### config.mk
export PLATFORM = sky130hd
export DESIGN_NAME = fetch_top
export DESIGN_NICKNAME = d
export VERILOG_FILES = /design/src/fetch_pkg.sv /design/src/fetch_redirect.sv /design/src/fetch_request.sv /design/src/fetch_response_buffer.sv /design/src/fetch_top.sv
export SDC_FILE = /design/constraint.sdc
export NUM_CORES = 1
export LEC_CHECK = 0
export ABC_AREA = 0
export BUFFER_PORTS_ARGS = -buffer_cell sky130_fd_sc_hd__buf_2
export CAP_MARGIN = 20
export CORE_MARGIN = 2
export CORE_UTILIZATION = 36
export CTS_BUF_LIST = sky130_fd_sc_hd__clkbuf_4
export CTS_CLUSTER_DIAMETER = 150
export DETAILED_ROUTE_END_ITERATION = 12
export PLACE_DENSITY = 0.6
export SLEW_MARGIN = 20
export SYNTH_ARGS = -nofsm -noshare
export SYNTH_HDL_FRONTEND = slang
export SYNTH_SLANG_ARGS = --single-unit
export TNS_END_PERCENT = 1
### constraint.sdc
create_clock -name clk -period 3.65 [get_ports clk]
set_input_delay 0.365 -clock clk [delete_from_list [all_inputs] [get_ports clk]]
set_output_delay 0.365 -clock clk [all_outputs]
set_load 0.02 [all_outputs]
### src/fetch_pkg.sv
// Command encodings must match the instruction cache and the decode stage of this pipeline
package fetch_pkg;

    ////////////////////
    // Data types
    ////////////////////

    // Byte address of an instruction word
    typedef logic [31:0] addr_t;

    // One instruction word as returned by the cache
    typedef logic [31:0] instr_t;

    // Cache response status, forwarded to decode untouched
    typedef logic [3:0] status_t;

    // Command presented on the cache request port
    typedef logic [3:0] cache_cmd_t;

    // Command sent from decode back to fetch
    typedef logic [1:0] d2f_cmd_t;

    // Kind of item handed to decode
    typedef logic f2d_type_t;

    ////////////////////
    // Encodings
    ////////////////////

    // The cache treats any other value as a reserved command
    localparam cache_cmd_t CACHE_CMD_NONE      = 4'h0;
    localparam cache_cmd_t CACHE_CMD_EXECUTE   = 4'h1;
    localparam cache_cmd_t CACHE_CMD_FLUSH_ALL = 4'h4;

    // Decode holds D2F_CMD_NONE whenever it has nothing to redirect
    localparam d2f_cmd_t D2F_CMD_NONE         = 2'd0;
    localparam d2f_cmd_t D2F_CMD_START_BRANCH = 2'd1;
    localparam d2f_cmd_t D2F_CMD_FLUSH        = 2'd2;

    localparam f2d_type_t F2D_TYPE_INSTR             = 1'b0;
    localparam f2d_type_t F2D_TYPE_INTERRUPT_PENDING = 1'b1;

    // Sequential fetches step one 32-bit word at a time
    localparam addr_t INSTR_STEP = 32'd4;

endpackage

### src/fetch_redirect.sv
// Assumes decode sends at most one redirect per fetch and only while d2f_ready is high
module fetch_redirect
    import fetch_pkg::*;
#(
    parameter addr_t RESET_VECTOR = 32'h0000_1000
) (
    input  logic       clk,
    input  logic       rst_n,
    input  logic       d2f_ready,
    input  d2f_cmd_t   d2f_cmd,
    input  addr_t      d2f_branchtarget,
    input  logic       capture_en,
    input  logic       req_fire,
    input  cache_cmd_t req_cmd,
    output logic       branch_pending,
    output logic       branching,
    output logic       flushing,
    output addr_t      redirect_target
);

    // A flush always carries a branch to its restart address as well
    logic  flush_pending;
    addr_t target_q;

    // Commands from decode only count while decode is ready
    logic  arriving_branch;
    logic  arriving_flush;
    logic  arriving_any;

    ////////////////////
    // Live view
    ////////////////////

    assign arriving_branch = d2f_ready && (d2f_cmd == D2F_CMD_START_BRANCH);
    assign arriving_flush  = d2f_ready && (d2f_cmd == D2F_CMD_FLUSH);
    assign arriving_any    = arriving_branch || arriving_flush;

    // The request logic sees both the stored command and the one arriving now
    assign branching = branch_pending || arriving_branch;
    assign flushing  = flush_pending || arriving_flush;

    // A branch arriving this cycle overrides an older stored target
    assign redirect_target = arriving_branch ? d2f_branchtarget : target_q;

    ////////////////////
    // Stored redirect
    ////////////////////

    always_ff @(posedge clk) begin
        if (!rst_n) begin
            // Leaving reset looks like a branch to the reset vector
            branch_pending <= 1'b1;
            flush_pending  <= 1'b0;
            target_q       <= RESET_VECTOR;
        end else if (req_fire && (req_cmd == CACHE_CMD_FLUSH_ALL)) begin
            flush_pending <= 1'b0;
            // A flush taken straight from decode still needs its restart branch
            if (arriving_any) begin
                branch_pending <= 1'b1;
                target_q       <= d2f_branchtarget;
            end
        end else if (req_fire && (req_cmd == CACHE_CMD_EXECUTE) && branching) begin
            // The cache accepted the fetch at the redirect target
            branch_pending <= 1'b0;
        end else if (capture_en && arriving_any) begin
            // Command could not steer this cycle so keep it for the next decision
            branch_pending <= 1'b1;
            flush_pending  <= flush_pending || arriving_flush;
            target_q       <= d2f_branchtarget;
        end
    end

endmodule

### src/fetch_request.sv
// Issues one cache request at a time and starts fetching one cycle after rst_n is released
module fetch_request
    import fetch_pkg::*;
(
    input  logic       clk,
    input  logic       rst_n,
    input  logic       req_ready,
    input  logic       resp_valid,
    input  logic       d2f_ready,
    input  logic       interrupt_pending,
    input  logic       held_valid,
    input  logic       branch_pending,
    input  logic       branching,
    input  logic       flushing,
    input  addr_t      redirect_target,
    output logic       req_valid,
    output cache_cmd_t req_cmd,
    output addr_t      req_address,
    output logic       req_fire,
    output logic       capture_en,
    output logic       resp_is_instr,
    output addr_t      pc
);

    // Low through reset and for the first cycle after it
    logic       running;

    // Set while the cache owes a response for an accepted request
    logic       outstanding;

    // Command of the request that is outstanding
    cache_cmd_t last_cmd;

    // The response of this cycle leaves fetch and frees the slot
    logic       resp_done;

    // A new request may be presented in this cycle
    logic       start;

    ////////////////////
    // Slot tracking
    ////////////////////

    // Only an executed fetch produces something for decode
    assign resp_is_instr = outstanding && (last_cmd == CACHE_CMD_EXECUTE);

    // Flush responses and instructions killed by a branch need no decode handshake
    assign resp_done = resp_valid && outstanding &&
                       (!resp_is_instr || branch_pending || d2f_ready);

    // Idle slot or a slot that empties right now
    assign start = running &&
                   ((!held_valid && !outstanding) ||
                    resp_done ||
                    (held_valid && d2f_ready));

    ////////////////////
    // Command choice
    ////////////////////

    always_comb begin
        req_cmd     = CACHE_CMD_NONE;
        req_address = pc;
        if (start && !interrupt_pending) begin
            if (flushing) begin
                // Flush first because the restart branch follows it
                req_cmd = CACHE_CMD_FLUSH_ALL;
            end else if (branching) begin
                req_cmd     = CACHE_CMD_EXECUTE;
                req_address = redirect_target;
            end else begin
                req_cmd     = CACHE_CMD_EXECUTE;
                req_address = pc + INSTR_STEP;
            end
        end
    end

    assign req_valid = (req_cmd != CACHE_CMD_NONE);
    assign req_fire  = req_valid && req_ready;

    // Any command that did not ride on an accepted request has to be stored
    assign capture_en = outstanding || !req_fire;

    ////////////////////
    // State
    ////////////////////

    always_ff @(posedge clk) begin
        if (!rst_n) begin
            running     <= 1'b0;
            outstanding <= 1'b0;
            last_cmd    <= CACHE_CMD_NONE;
        end else begin
            running <= 1'b1;
            // A new acceptance wins over the response of the previous request
            if (req_fire) begin
                outstanding <= 1'b1;
                last_cmd    <= req_cmd;
            end else if (resp_valid) begin
                outstanding <= 1'b0;
            end
        end
    end

    // The PC follows every accepted address
    // A flush is sent at the current PC so it leaves the PC alone
    always_ff @(posedge clk) begin
        if (req_fire) begin
            pc <= req_address;
        end
    end

endmodule

### src/fetch_response_buffer.sv
// Holds a single response and relies on the request block to stop fetching while it is full
module fetch_response_buffer
    import fetch_pkg::*;
(
    input  logic      clk,
    input  logic      rst_n,
    input  logic      resp_valid,
    input  logic      resp_is_instr,
    input  status_t   resp_status,
    input  instr_t    resp_read_data,
    input  addr_t     pc,
    input  logic      d2f_ready,
    input  logic      branch_pending,
    input  logic      interrupt_pending,
    output logic      held_valid,
    output logic      f2d_valid,
    output f2d_type_t f2d_type,
    output instr_t    f2d_instr,
    output addr_t     f2d_pc,
    output status_t   f2d_status
);

    // Copy of a response that decode did not take in its cycle
    instr_t  held_instr;
    status_t held_status;

    // Instruction response arriving from the cache right now
    logic    live_instr;

    assign live_instr = resp_valid && resp_is_instr;

    ////////////////////
    // Decode side
    ////////////////////

    always_comb begin
        f2d_valid  = 1'b0;
        f2d_type   = F2D_TYPE_INSTR;
        f2d_instr  = resp_read_data;
        f2d_pc     = pc;
        f2d_status = resp_status;
        if (held_valid) begin
            // Older data goes first and vanishes if a branch overtook it
            f2d_valid  = !branch_pending;
            f2d_instr  = held_instr;
            f2d_status = held_status;
        end else if (live_instr) begin
            f2d_valid = !branch_pending;
        end else if (rst_n && !resp_is_instr && interrupt_pending) begin
            // No instruction owed so decode can start the interrupt
            f2d_valid  = 1'b1;
            f2d_type   = F2D_TYPE_INTERRUPT_PENDING;
            f2d_instr  = '0;
            f2d_status = '0;
        end
    end

    ////////////////////
    // Hold register
    ////////////////////

    always_ff @(posedge clk) begin
        if (!rst_n) begin
            held_valid <= 1'b0;
        end else if (held_valid) begin
            // Released on acceptance or dropped by a pending branch
            if (d2f_ready || branch_pending) begin
                held_valid <= 1'b0;
            end
        end else if (live_instr && !branch_pending && !d2f_ready) begin
            held_valid <= 1'b1;
        end
    end

    // PC needs no copy since no request goes out while an item is held
    always_ff @(posedge clk) begin
        if (live_instr && !held_valid) begin
            held_instr  <= resp_read_data;
            held_status <= resp_status;
        end
    end

endmodule

### src/fetch_top.sv
// Assumes one single-cycle cache response per accepted request and no response back-pressure
module fetch_top
    import fetch_pkg::*;
#(
    parameter addr_t RESET_VECTOR = 32'h0000_1000
) (
    input  logic       clk,
    input  logic       rst_n,

    // Cache request
    output logic       req_valid,
    output cache_cmd_t req_cmd,
    output addr_t      req_address,
    input  logic       req_ready,

    // Cache response
    input  logic       resp_valid,
    input  status_t    resp_status,
    input  instr_t     resp_read_data,

    input  logic       interrupt_pending,

    // Items towards decode
    output logic       f2d_valid,
    output f2d_type_t  f2d_type,
    output instr_t     f2d_instr,
    output addr_t      f2d_pc,
    output status_t    f2d_status,

    // Commands from decode
    input  logic       d2f_ready,
    input  d2f_cmd_t   d2f_cmd,
    input  addr_t      d2f_branchtarget
);

    // Redirect state steering the request logic
    logic  branch_pending;
    logic  branching;
    logic  flushing;
    addr_t redirect_target;

    // Request handshake feedback to the redirect block
    logic  capture_en;
    logic  req_fire;

    // Response path towards the buffer
    logic  resp_is_instr;
    addr_t pc;
    logic  held_valid;

    fetch_redirect #(
        .RESET_VECTOR (RESET_VECTOR)
    ) u_redirect (
        .clk              (clk),
        .rst_n            (rst_n),
        .d2f_ready        (d2f_ready),
        .d2f_cmd          (d2f_cmd),
        .d2f_branchtarget (d2f_branchtarget),
        .capture_en       (capture_en),
        .req_fire         (req_fire),
        .req_cmd          (req_cmd),
        .branch_pending   (branch_pending),
        .branching        (branching),
        .flushing         (flushing),
        .redirect_target  (redirect_target)
    );

    fetch_request u_request (
        .clk               (clk),
        .rst_n             (rst_n),
        .req_ready         (req_ready),
        .resp_valid        (resp_valid),
        .d2f_ready         (d2f_ready),
        .interrupt_pending (interrupt_pending),
        .held_valid        (held_valid),
        .branch_pending    (branch_pending),
        .branching         (branching),
        .flushing          (flushing),
        .redirect_target   (redirect_target),
        .req_valid         (req_valid),
        .req_cmd           (req_cmd),
        .req_address       (req_address),
        .req_fire          (req_fire),
        .capture_en        (capture_en),
        .resp_is_instr     (resp_is_instr),
        .pc                (pc)
    );

    fetch_response_buffer u_buffer (
        .clk               (clk),
        .rst_n             (rst_n),
        .resp_valid        (resp_valid),
        .resp_is_instr     (resp_is_instr),
        .resp_status       (resp_status),
        .resp_read_data    (resp_read_data),
        .pc                (pc),
        .d2f_ready         (d2f_ready),
        .branch_pending    (branch_pending),
        .interrupt_pending (interrupt_pending),
        .held_valid        (held_valid),
        .f2d_valid         (f2d_valid),
        .f2d_type          (f2d_type),
        .f2d_instr         (f2d_instr),
        .f2d_pc            (f2d_pc),
        .f2d_status        (f2d_status)
    );

endmodule

==> run metrics <==
status=completed; Area contributors post-synth=edfxtp_1 (32%), dfxtp_1 (12%), a22o_1 (6.2%); Post-synth top flop=edfxtp_1; Max Slew Vio Count=0; first-pass GRT wire length=roughly 30000 microns; Clock Power Share=0.242; RSZ-0062 raised after global routing=false; WL/cell=approximately 18 microns; Initial Util=0.369; maximum VDD drop=between 0.15 and 0.2 mV; antenna violations before repair=5; CTS root buffer=clkbuf_4; reg-to-reg slack, setup=1.20 ns; area of the core=~17000 sq um; hold path startpoint=resp_read_data[21]; Cell Area, Synth=roughly 6400 sq um; Reg2Reg Depth=6; overflow left after global routing=0; Routed WL=approximately 20000 microns; # rows=between 40 and 50; sequential fraction of the synthesis area=0.441; post-route ant nets=0; H-Tree Depth=3; final hold violations=0; Sw Share=0.331; Min-Delay Endpoint=u_buffer.held_instr[21]; post-synthesis async set-or-reset flop share=0; dpl hpwl=approximately 13000 microns; I/O Buffers=180; # placed instances=around 1000; Max Freq=roughly 0.30 GHz; GPL Wtd Cong=about 0.87; Total GRT Usage=0.204; CTS tree=done; Vias per Instance=approximately 5.6; Final Cell Area=a little under 8000 sq um; pre-CTS WS=slightly below 0.9 ns; First-pass DRT Iterations=5; #FFs+latches synth=between 100 and 150; DRC Markers=0; number of synthesized flops with an enable pin=roughly 70; CTS max path bufs=2; wire length on met3=about 1400 microns; Min Clock Period, post-route=between 3 and 4 ns; Worst Setup Start Kind=flip-flop; relative slew slack=0.576; pin count of the biggest net entering global routing=between 60 and 70; clock skew=just under 0.03 ns; leakage power total=about 3.2 nW; clk sink count=107; M1 WL=between 8000 and 9000 microns; Yosys Warn Count=0; CTS clock-pin slew for the worst setup and hold paths=approximately 0.17 ns; Hold Path Depth=1; Die Wd=about 140 microns; CP cell instances=ha_1, nand3_1, or2_1, or3_1, o31a_1, o22ai_1, buf_2; chip height=137 microns; Int Pwr=about 0.0017 W; Syn Inst Count=a little under 700; Slew @ Worst Pin=0.635 ns; largest area contributor in the netlist=edfxtp_1; Final TNS setup=0 ns; slowest CP cell=edfxtp_1; Area growth syn-to-layout=22.1%; Mean Syn Cell Area=between 9 and 10 sq um; post-synthesis cell type count=65; setup violators final=0; clk_lat worst skew=0.53 ns; Final nets=between 900 and 1000; Psw=roughly 0.00085 W; crit path capture type=primary output; ratio of total power to cell area=327 nW/um^2; most instantiated cells after synthesis=edfxtp_1 (68), and3_1 (58), nand2_1 (58); crit path max fanout=7; CP arrival=approximately 3 ns; CP max stage delay=0.55 ns; Data required, critical path=around 3.3 ns; number of non-filler instances in the completed layout=between 1000 and 1500; DR iter-0 viols=a little under 500; worst r2r dst=u_request.pc[22]; Sequential Power Share=0.536; Placed Area=about 7400 sq um; final core occ=0.450; vias=roughly 6100; CTS buffer count=9; Setup crit start=u_request.pc[2]; Max-Cap Viols=0; cell with the most instances after synthesis=edfxtp_1; DR top layer=met5; vias in the first global route=between 5000 and 6000; area share of the largest cell type after synthesis=0.319; met2 WL post-DR=about 9400 microns; Comb pwr share=0.222; kind of critical path=flip-flop to primary output; worst r2r src=u_request.pc[2]; PnR worst setup slack=0.272 ns; IO Pins=183; min-delay worst type=input pin to flip-flop; die area=between 15000 and 20000 sq um; layout cells sized above 1=0.272; Tcrit/Tclk final=0.926
## layout by cell type (no fill, tap or decap), types with 4 or more instances in the layout
| master | count |
|---|---|
| dlygate4sd3_1 | 23 |
| a22o_1 | 45 |
| buf_4 | 17 |
| clkbuf_4 | 9 |
| a21oi_1 | 45 |
| a22oi_1 | 20 |
| inv_1 | 10 |
| a31oi_1 | 8 |
| o31a_1 | 34 |
| diode_2 | 4 |
| o21ai_0 | 53 |
| nand4_1 | 12 |
| buf_2 | 180 |
| nand2_1 | 58 |
| nand3_1 | 15 |
| nor2b_1 | 35 |
| nor4_1 | 8 |
| o2bb2ai_1 | 8 |
| and3_1 | 58 |
| nor2_1 | 18 |
| o21ai_1 | 22 |
| dfxtp_1 | 39 |
| o211ai_1 | 7 |
| edfxtp_1 | 68 |
## power groups by stage
stage | clock network, W | registers [W] | logic, W
after global routing | 0.000681 | 0.00138 | 0.000622
after global placement | 0 | 0.00140 | 0.000547
final | 0.000619 | 0.00137 | 0.000569
after detailed placement | 0 | 0.00140 | 0.000549
after floorplan | 0 | 0.00140 | 0.000344
after CTS | 0.000642 | 0.00137 | 0.000567
## critical path: cells and delay by family, from the launching register on
family / cells / cell delay, ns
buf+inv: 1 / 0.20
flops: 1 / 0.55
fa+ha+maj: 1 / 0.25
simple gates: 3 / 1.07
compound gates: 2 / 0.43
## repair_timing
action	in CTS	in global routing
gates resized for setup	0	1
endpoints found under the hold margin	20	3
hold buffers	20	3
setup buffers	0	0
setup endpoints to repair	0	1
## area by class of cell
| class | instances | area, sq um |
|---|---|---|
| well taps | 225 | 282 |
| diodes | 4 | 10.0 |
| repair buffers | 220 | 1260 |
| inverters | 11 | 41.3 |
| clock inverters | 7 | 67.6 |
| fillers | 1693 | 9540 |
| multi-input cells | 506 | 3260 |
| flip-flops and latches | 107 | 2820 |
| clock buffers | 9 | 67.6 |
## logic make-up (layout without fill, tap and decap cells)
logic type	Yosys count	after routing	synth area share
compound gates	270	270	0.293
simple gates	230	230	0.206
fa+ha+maj	1	1	0.00196
buf+inv	75	247	0.0528
flops	107	107	0.441
other cells	1	6	0.000586
mux	3	3	0.00469
## how the worst max path moves through the flow
stage                              to  slack (ns)
2_1_floorplan  u_buffer.held_instr[0]        0.93
3_3_place_gp          req_address[24]        0.88
3_5_place_dp          req_address[28]        0.88
4_1_cts               req_address[28]        0.27
5_1_grt               req_address[24]        0.04
6_report              req_address[22]        0.27
## through the flow
step                hold slack [ns]  power, W
finish                       0.0335   0.00256
global route               0.000910   0.00268
CTS                         0.00431   0.00258
detailed placement            0.521   0.00194
global placement              0.520   0.00194
floorplan                     0.393   0.00174
## per-layer routing
metal	vias up	track usage
met4	2	0.0578
met5	-	0
met2	206	0.330
li1	2979	-
met3	20	0.0511
met1	2857	0.271
## flip-flops by register name, summed over array words and instances, names as in the netlist, 2 cells and up
signal	count
u_buffer.held_instr	32
u_buffer.held_status	4
u_redirect.target_q	32
u_request.last_cmd	2
u_request.pc	32
Note: power is estimated with default switching activity, not from simulation.
